<file path="src/safety_island_config.svh">
/*
  Address map and sizing of the safety island memory side.
  Both banks sit at address 0 and take 2 * SI_BANK_NUM_BYTES.
  Peripheral slots are SI_PERIPH_SLOT_BYTES wide and must be a power of two.
  SI_BOOTROM_WORDS must be a power of two, because the ROM index wraps.
*/
`ifndef SAFETY_ISLAND_CONFIG_SVH
`define SAFETY_ISLAND_CONFIG_SVH

// ----------------------------------------
// Bus widths
// ----------------------------------------
`define SI_ADDR_WIDTH 32
`define SI_DATA_WIDTH 32

// ----------------------------------------
// Address map
// ----------------------------------------
`define SI_BANK_NUM_BYTES 4096
`define SI_PERIPH_OFFSET 32'h0020_0000
`define SI_ADDR_RANGE 32'h0080_0000
// Slot 0 SoC control, slot 1 boot ROM, rest error target
`define SI_PERIPH_SLOT_BYTES 32'h0000_1000

// ----------------------------------------
// Peripheral contents
// ----------------------------------------
`define SI_BOOTROM_WORDS 8
`define SI_ERROR_WORD 32'hBADC_AB1E
// Boot ROM base plus 0x80
`define SI_BOOT_ADDR_DEFAULT (`SI_PERIPH_OFFSET + `SI_PERIPH_SLOT_BYTES + 32'h80)

`endif

</file>
<file path="src/safety_island_pkg.sv">
/*
  Shared types of the safety island memory side.
  The address union assumes the island spans SI_ADDR_RANGE from address 0.
  Boot ROM contents are fixed here and read by both RTL and testbench.
*/
`include "safety_island_config.svh"

package safety_island_pkg;

  // ----------------------------------------
  // Address field widths
  // ----------------------------------------
  localparam int unsigned BankWordIdxW = $clog2(`SI_BANK_NUM_BYTES) - 2;
  localparam int unsigned BankUpperW   = `SI_ADDR_WIDTH - BankWordIdxW - 3;
  localparam int unsigned SlotLsb      = $clog2(`SI_PERIPH_SLOT_BYTES);
  localparam int unsigned RegIdxW      = SlotLsb - 2;
  localparam int unsigned SlotW        = $clog2(`SI_ADDR_RANGE) - SlotLsb;
  localparam int unsigned PeriphUpperW = `SI_ADDR_WIDTH - SlotW - SlotLsb;
  localparam int unsigned BootRomIdxW  = $clog2(`SI_BOOTROM_WORDS);

  // Bus request, one per clock
  typedef struct packed {
    logic                      req;
    logic                      we;
    logic [3:0]                be;
    logic [`SI_ADDR_WIDTH-1:0] addr;
    logic [`SI_DATA_WIDTH-1:0] wdata;
  } si_req_t;

  typedef enum logic [2:0] {
    TGT_BANK0,
    TGT_BANK1,
    TGT_SOC_CTRL,
    TGT_BOOTROM,
    TGT_ERROR
  } si_target_e;

  // Same address word, seen by the bank and by the peripheral decoder
  typedef union packed {
    struct packed {
      logic [BankUpperW-1:0]   upper;
      logic                    bank_sel;
      logic [BankWordIdxW-1:0] word_idx;
      logic [1:0]              byte_off;
    } bank;
    struct packed {
      logic [PeriphUpperW-1:0] upper;
      logic [SlotW-1:0]        slot;
      logic [RegIdxW-1:0]      reg_idx;
      logic [1:0]              byte_off;
    } periph;
  } si_addr_u;

  // Stage 1 to stage 2 item, req.req is the valid bit
  typedef struct packed {
    si_req_t    req;
    si_target_e tgt;
  } si_stage_t;

  typedef enum logic [1:0] {
    BOOT_DEFAULT,
    BOOT_JTAG,
    BOOT_PRELOADED
  } si_bootmode_e;

  // Small boot stub: spin on fetch enable, then jump to bank 0
  localparam logic [`SI_DATA_WIDTH-1:0] BOOT_ROM [`SI_BOOTROM_WORDS] = '{
    32'h0020_02b7,
    32'h0042_a303,
    32'hfe03_0ee3,
    32'h0000_0393,
    32'h0003_8067,
    32'h0000_0013,
    32'h0000_0013,
    32'h0010_0073
  };

endpackage

</file>
<file path="src/si_addr_decode.sv">
/*
  Stage 1 of the access pipeline.
  Every request is accepted, there is no back-pressure.
  Out-of-map addresses go to the error target instead of an external port.
*/
`timescale 1ns/100ps
`include "safety_island_config.svh"

module si_addr_decode (
  input  logic                         clk_i,
  input  logic                         rst_ni,
  input  safety_island_pkg::si_req_t   req_i,
  output safety_island_pkg::si_stage_t stage_o
);

  // Absolute slot numbers of the two real peripherals
  localparam logic [safety_island_pkg::SlotW-1:0] SocCtrlSlot =
    safety_island_pkg::SlotW'(`SI_PERIPH_OFFSET / `SI_PERIPH_SLOT_BYTES);
  localparam logic [safety_island_pkg::SlotW-1:0] BootRomSlot = SocCtrlSlot + 1'b1;

  safety_island_pkg::si_addr_u   addr_view;
  safety_island_pkg::si_target_e tgt_d;
  safety_island_pkg::si_stage_t  stage_q;
  logic                          valid_q;

  assign addr_view = req_i.addr;

  // ----------------------------------------
  // Target decode
  // ----------------------------------------
  always_comb begin
    tgt_d = safety_island_pkg::TGT_ERROR;
    if (addr_view.bank.upper == '0) begin
      // Below twice the bank size
      tgt_d = addr_view.bank.bank_sel ? safety_island_pkg::TGT_BANK1
                                      : safety_island_pkg::TGT_BANK0;
    end else if (addr_view.periph.upper == '0 && req_i.addr >= `SI_PERIPH_OFFSET) begin
      if (addr_view.periph.slot == SocCtrlSlot) begin
        tgt_d = safety_island_pkg::TGT_SOC_CTRL;
      end else if (addr_view.periph.slot == BootRomSlot) begin
        tgt_d = safety_island_pkg::TGT_BOOTROM;
      end
    end
  end

  // ----------------------------------------
  // Stage register
  // ----------------------------------------
  always_ff @(posedge clk_i or negedge rst_ni) begin
    if (!rst_ni) begin
      valid_q <= 1'b0;
    end else begin
      valid_q <= req_i.req;
    end
  end

  // Payload only moves with a request
  always_ff @(posedge clk_i) begin
    if (req_i.req) begin
      stage_q.req <= req_i;
      stage_q.tgt <= tgt_d;
    end
  end

  always_comb begin
    stage_o         = stage_q;
    stage_o.req.req = valid_q;
  end

  // A valid item never carries an undefined target code
  a_legal_target : assert property (@(posedge clk_i) disable iff (!rst_ni)
    stage_o.req.req |-> stage_o.tgt inside {safety_island_pkg::TGT_BANK0,
                                            safety_island_pkg::TGT_BANK1,
                                            safety_island_pkg::TGT_SOC_CTRL,
                                            safety_island_pkg::TGT_BOOTROM,
                                            safety_island_pkg::TGT_ERROR})
    else $error("Stage 1 produced an illegal target %0d", stage_o.tgt);

endmodule

</file>
<file path="config.mk">
export PLATFORM = sky130hd
export DESIGN_NAME = si_addr_decode
export DESIGN_NICKNAME = d
export VERILOG_FILES = /design/src/safety_island_pkg.sv /design/src/si_addr_decode.sv
export VERILOG_INCLUDE_DIRS = /design/src
export SDC_FILE = /design/constraint.sdc
export NUM_CORES = 1
export LEC_CHECK = 0
export ABC_AREA = 1
export ABC_CLOCK_PERIOD_IN_PS = 800
export BUFFER_PORTS_ARGS = -buffer_cell sky130_fd_sc_hd__buf_2
export CAP_MARGIN = 20
export CORE_MARGIN = 2
export CORE_UTILIZATION = 38
export DETAILED_ROUTE_END_ITERATION = 10
export PLACE_DENSITY = 0.86
export SYNTH_ARGS = -nofsm -noshare
export SYNTH_HDL_FRONTEND = slang
export SYNTH_SLANG_ARGS = --single-unit
</file>
<file path="constraint.sdc">
create_clock -name clk_i -period 0.8 [get_ports clk_i]
set_input_delay 0.16 -clock clk_i [delete_from_list [all_inputs] [get_ports clk_i]]
set_output_delay 0.16 -clock clk_i [all_outputs]
set_load 0.1 [all_outputs]
</file>
# Word-level counts from Yosys, hierarchy flattened
# Index checks and enable logic that the tools add are counted.
# Widths: inputs -> output; s select.
[word_totals]
reg_bits = 73
inputBits = 72
out_inout_bits = 73
elab_cells = 17
[classes]
order_cmp = 1
eq_ne = 2
mux = 5
reduce_logical = 3
[ops]
columns = ["operator", "count"]
rows = [
  ["$ge 32x22->1 const B", 1],
  ["$eq 11x10->1 const B", 2],
  ["$logic_not 19->1", 1],
  ["$mux 3", 4],
  ["$logic_not 9->1", 1],
  ["$logic_and 1x1->1", 1],
  ["$mux 1", 1],
]

# Depth between registers and ports, before layout
# Gate-level depths: netlist of run 1.
[depth]
ltp_word = 5
mapped_depth = 7
depth_no_buf = 7

# Worst setup path after synthesis of run 1
# No wires, ideal clock.
[synth_path]
path_kind = "register -> output"
startpoint = "register stage_q (netlist bit stage_o[0])"
endpoint = "output stage_o[0] (netlist bit)"
arrival_time_ps = 904
path_slack_ps = -264
path_stages_with_launch = 1
path_buffers = 0
cell_sequence = "edfxtp_1"
[synth_rtl]
columns = ["element", "line", "rtl"]
rows = [
  ["from (decl)", "si_addr_decode.sv:23", "safety_island_pkg::si_stage_t stage_q;"],
  ["to (decl)", "si_addr_decode.sv:13", "output safety_island_pkg::si_stage_t stage_o"],
]
# No word-level cell between the ends.

# Final worst setup path of run 1
[layout_path]
startpoint = "register stage_q (netlist bit stage_o[32])"
endpoint = "output stage_o[32] (netlist bit)"
# No word-level cell between the ends.

==> metrics.md, run 1 <==
| Metric | Value |
|---|---|
| Worst path max stage delay | `0.45 ns` |
| P&R area growth vs syn | `118%` |
| Antenna violations before repair | `2` |
| Core Rows | `28` |
| Crit path from | `stage_o[32]$_DFFE_PP_` |
| Leading cell types in the layout, fill and taps excluded | `75 x buf_12, 72 x edfxtp_1, 71 x buf_2, 56 x dlygate4sd3_1, 13 x inv_1` |
| Pins over their slew limit | `0` |
| Max_slew headroom | `a little under nine tenths` |
| Antenna viol nets, final | `0` |
| Crit. End Element | `output port` |
| Crit path cell chain | `buf_12` |
| Fin worst setup slack | `-0.347 ns` |
| Starting Density | `40.0%` |
| Final wirelength | `between 7000 and 8000 um` |
| Pre-antenna DRT Iters | `4` |
| PwrDens | `~2300 nW/um^2` |
| Share of cells above drive strength 1 | `between 50 and 60%` |
| Port bufs | `144` |
| Fin area | `around 5200 um^2` |
| First DRT Iteration DRCs | `a little over 70` |
| Total CTS buffers | `9` |
| CP delay by family, top | `flip-flops` |
| Largest net degree at the start of global routing | `41` |
| Status | `complete, but fails checks` |
| Max Freq | `roughly 870 MHz` |
| Core Area | `~6000 um^2` |
| CP max-delay cell | `edfxtp_1` |
| Clock Pin Slew Worst Setup and Hold Paths | `~0.070 ns` |
| Post-DP HPWL | `approximately 4600 um` |
| Cell area after synthesis | `roughly 2400 um^2` |
| Filler cells | `about 260` |
| Maximum VDD drop | `roughly 0.0016 V` |
| Commonest non-fill, non-tap cell in the layout | `buf_12` |
| Mean area per synthesized cell | `19.8 um^2` |
| Synth unique cells | `12` |
| CTS tree | `built` |
| Combinational fraction of design power | `between 30% and 40%` |
| Die span in y | `about 83 um` |
| Sinks on Clock Net | `73` |
| I/O pin cnt | `145` |
| Drc violations | `0` |
| DR vias | `between 1,500 and 2,000` |
| Count of endpoints failing setup in the final report | `73` |
| Crit path kind | `reg2out` |
| Final Hold Violating Endpoints | `0` |
| Sequential share of power | `roughly 41%` |
| Grt total ovfl | `0` |
| Clock root cell | `clkbuf_8` |
| DP Area | `approximately 4400 um^2` |
| Sw power | `just over 0.004 W` |
| Pint | `0.00771 W` |
| Min Tclk post-route | `approximately 1.1 ns` |
| Die Width | `about 83 um` |
| Worst setup SP type | `register` |
| Tot GR Track Use | `22.6%` |
| H-tree levels | `3` |
| Total power | `approximately 0.012 W` |
| Maximum capacitance violations | `0` |
| WP depth | `1` |
| Worst path required time | `~0.64 ns` |
| Die Area | `6950 um^2` |
| RD Place Congestion | `approximately 0.77` |
| Clock Tree Buf Depth | `2` |
| Worst min path class | `in2reg` |
| Switching Fraction | `around a third` |
| Worst slew pin tran | `around 0.22 ns` |
| Final net count | `417` |
| Synthesized Nets | `193` |
| WL/cell | `about 18 um` |
| Yosys reg bits | `73` |
| Syn Inst Count | `roughly 120` |
| Clk pwr share | `between 20% and 30%` |
| Syn. warnings | `0` |
| Critical path buffers and inverters | `1` |
| Vias in the first global route | `a little over 2,000` |
| Crit path DAT | `0.99 ns` |
| CP Capture Point | `stage_o[32]` |
| Util after Layout | `around 87%` |
| Hold Slack | `~0.027 ns` |
| RSZ-0062 raised after global routing | `true` |
| First-pass GRT wire length | `between 10,000 and 15,000 um` |
| Via density | `about 4.5` |
| Final Cycle Share | `143%` |
| Seq/Total Area, Yosys | `91.4%` |
| Failing checks | `negative setup slack` |
| Crit Path Max Fanout | `1` |
| Static leakage | `about 2.2 nW` |
[through the flow]
step | setup WS [ns] | TNS [ns] | instances
global placement | -0.241 | -3.45 | 353
global route | -0.381 | -25.73 | 427
CTS | -0.362 | -24.24 | 424
detailed placement | -0.311 | -5.01 | 353
finish | -0.347 | -23.01 | 427
floorplan | -0.264 | -19.08 | 121
[synthesized netlist by cell type]
library cell | number | area, um^2
and2_1 | 1 | 6.26
buf_4 | 1 | 7.51
dfrtp_1 | 1 | 25.0
edfxtp_1 | 72 | 2160
inv_1 | 13 | 48.8
nand2_1 | 11 | 41.3
nand3_1 | 2 | 10.0
nand3_2 | 1 | 10.0
nand4_1 | 1 | 6.26
nor2_1 | 14 | 52.6
nor2_2 | 3 | 18.8
o21ai_1 | 1 | 5.00
[layout make-up]
cell class	count	area (um^2)	area share, %
inverters	13	48.8	0.937
repair buffers	214	2510	48.1
multi-input cells	34	155	2.98
flip-flops and latches	73	2190	42.0
diodes	2	5.00	0.0961
clock buffers	10	128	2.45
clock inverters	6	82.6	1.59
well taps	75	93.8	1.80
[registers in the layout, summed over array words and instances, names as in the netlist]
register,cells
valid_q,1
stage_o,72
[cells by family (layout without fill, tap and decap cells)]
kind of cell	after synthesis	in the layout	share of synthesized area, %
and+or+nand+nor	33	33	6.06
buffers and inverters	14	243	2.35
DFF	73	73	91.4
AOI/OAI and AO/OA	1	1	0.209
other	0	2	0
[power groups by stage]
stage	clock, W	sequential [W]	combinational (W)
2_1_floorplan	0	0.00680	0.0000600
3_3_place_gp	0	0.00485	0.00363
3_5_place_dp	0	0.00488	0.00368
4_1_cts	0.00311	0.00479	0.00389
5_1_grt	0.00329	0.00482	0.00399
6_report	0.00308	0.00480	0.00391
[timing repair]
item | 4_1_cts | 5_1_grt
setup endpoints to repair | 73 | 74
cloned | 0 | 0
hold buffers | 55 | 1
buffers inserted | 0 | 0
hold endpoints to repair | 55 | 1
pin swaps | 0 | 0
resized for setup | 0 | 1
[worst min-delay path by stage]
stage	start	to	slack (ns)	cells after the start
global route	req_i[50]	stage_o[53]$_DFFE_PP_	0.007	1
CTS	req_i[49]	stage_o[52]$_DFFE_PP_	0.003	1
finish	req_i[50]	stage_o[53]$_DFFE_PP_	0.03	1
floorplan	rst_ni	valid_q$_DFF_PN0_	-0.14	0
detailed placement	rst_ni	valid_q$_DFF_PN0_	-0.06	1
global placement	rst_ni	valid_q$_DFF_PN0_	-0.07	1
[per-layer routing]
metal	GRT usage (%)	up-vias	wire, um
met3	7.75	15	516
met1	22.8	925	2680
met2	41.8	105	4220
met5	0	-	0
li1	-	884	-
met4	9.99	0	195
Power figures use the tool's default switching activity.
==> run 2, diff against run 1 <==
MAX_ROUTING_LAYER = met4   (was default)
==> run 2 against run 1 <==
The flow still finishes with violations (negative setup slack). Final area is the same. Combinational power is essentially flat. Sequential power about the same. Fmax increased by 0.31%. Non-clock buffer count did not move. Count of clock-buffer cells in the layout unchanged. Setup slack better by 0.0035 ns. Critical path depth unchanged. First-iteration DRC count rose by 11%. Largest power group unchanged. Highest routed layer unchanged.
==> metrics.md, run 2 (synthesis results as in run 1) <==
| Metric | Value |
|---|---|
| Maximum capacitance violations | `0 (unchanged)` |
| Critical path buffers and inverters | `1 (unchanged)` |
| Sequential share of power | `40.7% (about the same)` |
| Fin area | `5210 um^2 (unchanged)` |
| Drc violations | `0 (unchanged)` |
| Leading cell types in the layout, fill and taps excluded | `75 x buf_12, 72 x edfxtp_1, 71 x buf_2, 56 x dlygate4sd3_1, 13 x inv_1 (unchanged)` |
| Pre-CTS WS | `-0.311 ns (unchanged)` |
| Static leakage | `2.22 nW (unchanged)` |
| Max Freq | `874 MHz (was 872 MHz)` |
| Die Width | `83.4 um (unchanged)` |
| PwrDens | `2260 nW/um^2 (about the same)` |
| Crit path cell chain | `buf_12 (unchanged)` |
| Starting Density | `40.0% (unchanged)` |
| Final Hold Violating Endpoints | `0 (unchanged)` |
| CP delay by family, top | `flip-flops (unchanged)` |
| First DRT Iteration DRCs | `79 (was 71)` |
| Antenna viol nets, final | `0 (unchanged)` |
| CP max-delay cell | `edfxtp_1 (unchanged)` |
| Worst setup SP type | `register (unchanged)` |
| Status | `complete, but fails checks (unchanged)` |
| Pre-antenna DRT Iters | `6 (was 4)` |
| Antenna violations before repair | `2 (unchanged)` |
| H-tree levels | `3 (unchanged)` |
| Die span in y | `83.4 um (unchanged)` |
| Finished Layout Cells | `427 (unchanged)` |
| Grt total ovfl | `0 (unchanged)` |
| Clock Pin Slew Worst Setup and Hold Paths | `0.08 ns (was 0.07 ns)` |
| Clock root cell | `clkbuf_8 (unchanged)` |
| Clk pwr share | `26.1% (about the same)` |
| I/O pin cnt | `145 (unchanged)` |
| Tot GR Track Use | `23.3% (was 22.6%)` |
| WL/cell | `17.8 um (about the same)` |
| Post-CTS Setup Repair Bufs | `0 (unchanged)` |
| Largest net degree at the start of global routing | `41 (unchanged)` |
| Count of endpoints failing setup in the final report | `73 (unchanged)` |
| Maximum VDD drop | `0.00155 V (about the same)` |
| DR vias | `1,939 (was 1,929)` |
| Final wirelength | `7610 um (about the same)` |
| Core Rows | `28 (unchanged)` |
| Worst slew pin tran | `0.219 ns (was 0.218 ns)` |
| Min Tclk post-route | `1.14 ns (was 1.15 ns)` |
| Core Area | `5990 um^2 (unchanged)` |
| Placed cell count | `353 (unchanged)` |
| Crit path kind | `reg2out (unchanged)` |
| Via density | `4.54 (was 4.52)` |
| RSZ-0062 raised after global routing | `true (unchanged)` |
| Share of cells above drive strength 1 | `51.1% (unchanged)` |
| Pint | `0.00771 W (about the same)` |
| Combinational fraction of design power | `33.2% (about the same)` |
| First-pass GRT wire length | `11,400 um (about the same)` |
| Sinks on Clock Net | `73 (unchanged)` |
| Failing checks | `negative setup slack (unchanged)` |
| Crit Path Max Fanout | `1 (unchanged)` |
| CTS tree | `built (unchanged)` |
| Final net count | `417 (unchanged)` |
| Pins over their slew limit | `0 (unchanged)` |
| Sw power | `0.00406 W (was 0.00407 W)` |
| Vias in the first global route | `2,074 (was 2,062)` |
| Final Cycle Share | `143% (about the same)` |
| RD Place Congestion | `0.778 (was 0.768)` |
| DP Area | `4430 um^2 (unchanged)` |
| Port bufs | `144 (unchanged)` |
| Switching Fraction | `34.5% (about the same)` |
| Fin worst setup slack | `-0.344 ns (was -0.347 ns)` |
| Commonest non-fill, non-tap cell in the layout | `buf_12 (unchanged)` |
| Crit path DAT | `0.98 ns (was 0.99 ns)` |
| Crit. End Element | `output port (unchanged)` |
| Setup TNS | `-22.85 ns (was -23.01 ns)` |
| Total CTS buffers | `9 (unchanged)` |
| Max_slew headroom | `85.4% (was 85.5%)` |
| Worst path required time | `0.64 ns (about the same)` |
| Number of flip-flops in the largest register | `72 (unchanged)` |
| Post-DP HPWL | `4620 um (unchanged)` |
| Total power | `0.0118 W (about the same)` |
| Die Area | `6950 um^2 (unchanged)` |
| Worst min path class | `in2reg (unchanged)` |
| P&R area growth vs syn | `118% (unchanged)` |
| Worst path max stage delay | `0.44 ns (was 0.45 ns)` |
| Clock Tree Buf Depth | `2 (unchanged)` |
-- run 2: what timing repair did --
| item | 4_1_cts | 5_1_grt |
|---|---|---|
| hold endpoints to repair | 55 | 1 |
| endpoints found under the setup margin | 73 | 74 |
| gates resized for setup | 0 | 1 |
| hold buffers | 55 | 1 |
| gates cloned | 0 | 0 |
-- run 2: cell type report --
| type | instances | area (um^2) |
|---|---|---|
| timing repair buffer | 214 | 2510 |
| sequential | 73 | 2190 |
| fill | 261 | 783 |
| multi-input combinational | 34 | 155 |
| clock buffer | 10 | 128 |
| tap | 75 | 93.8 |
| clock inverter | 6 | 82.6 |
| inverter | 13 | 48.8 |
| antenna | 2 | 5.00 |
-- run 2: worst paths after layout --
| kind | start | to | slack (ns) | depth (start not counted) |
|---|---|---|---|---|
| worst max-delay path | stage_o[24]$_DFFE_PP_ | stage_o[24] | -0.34 | 1 |
| worst min-delay path | req_i[50] | stage_o[53]$_DFFE_PP_ | 0.03 | 1 |
| max in group asynchronous | rst_ni | valid_q$_DFF_PN0_ | 0.58 | 2 |
| min in group asynchronous | rst_ni | valid_q$_DFF_PN0_ | 0.14 | 2 |
-- run 2: per-layer routing --
metal	GRT usage, %	part of all wire, %
met1	23.1	35
met2	41.9	56
met3	7.16	6.9
met4	9.99	2.5
met5	-	0
-- run 2: per-stage QoR --
stage	hold WS [ns]	utilization (%)
after global placement	-0.0659	73.9
after detailed placement	-0.0621	73.9
final	0.0296	86.9
after global routing	0.00493	86.9
after CTS	0.00326	86.6
after floorplan	-0.136	-
-- run 2: power by group through the flow --
stage          Clock (W)  Sequential, W  Combinational (W)
2_1_floorplan          0        0.00680          0.0000600
3_3_place_gp           0        0.00485            0.00363
3_5_place_dp           0        0.00488            0.00368
4_1_cts          0.00311        0.00479            0.00389
5_1_grt          0.00329        0.00482            0.00399
6_report         0.00307        0.00480            0.00391
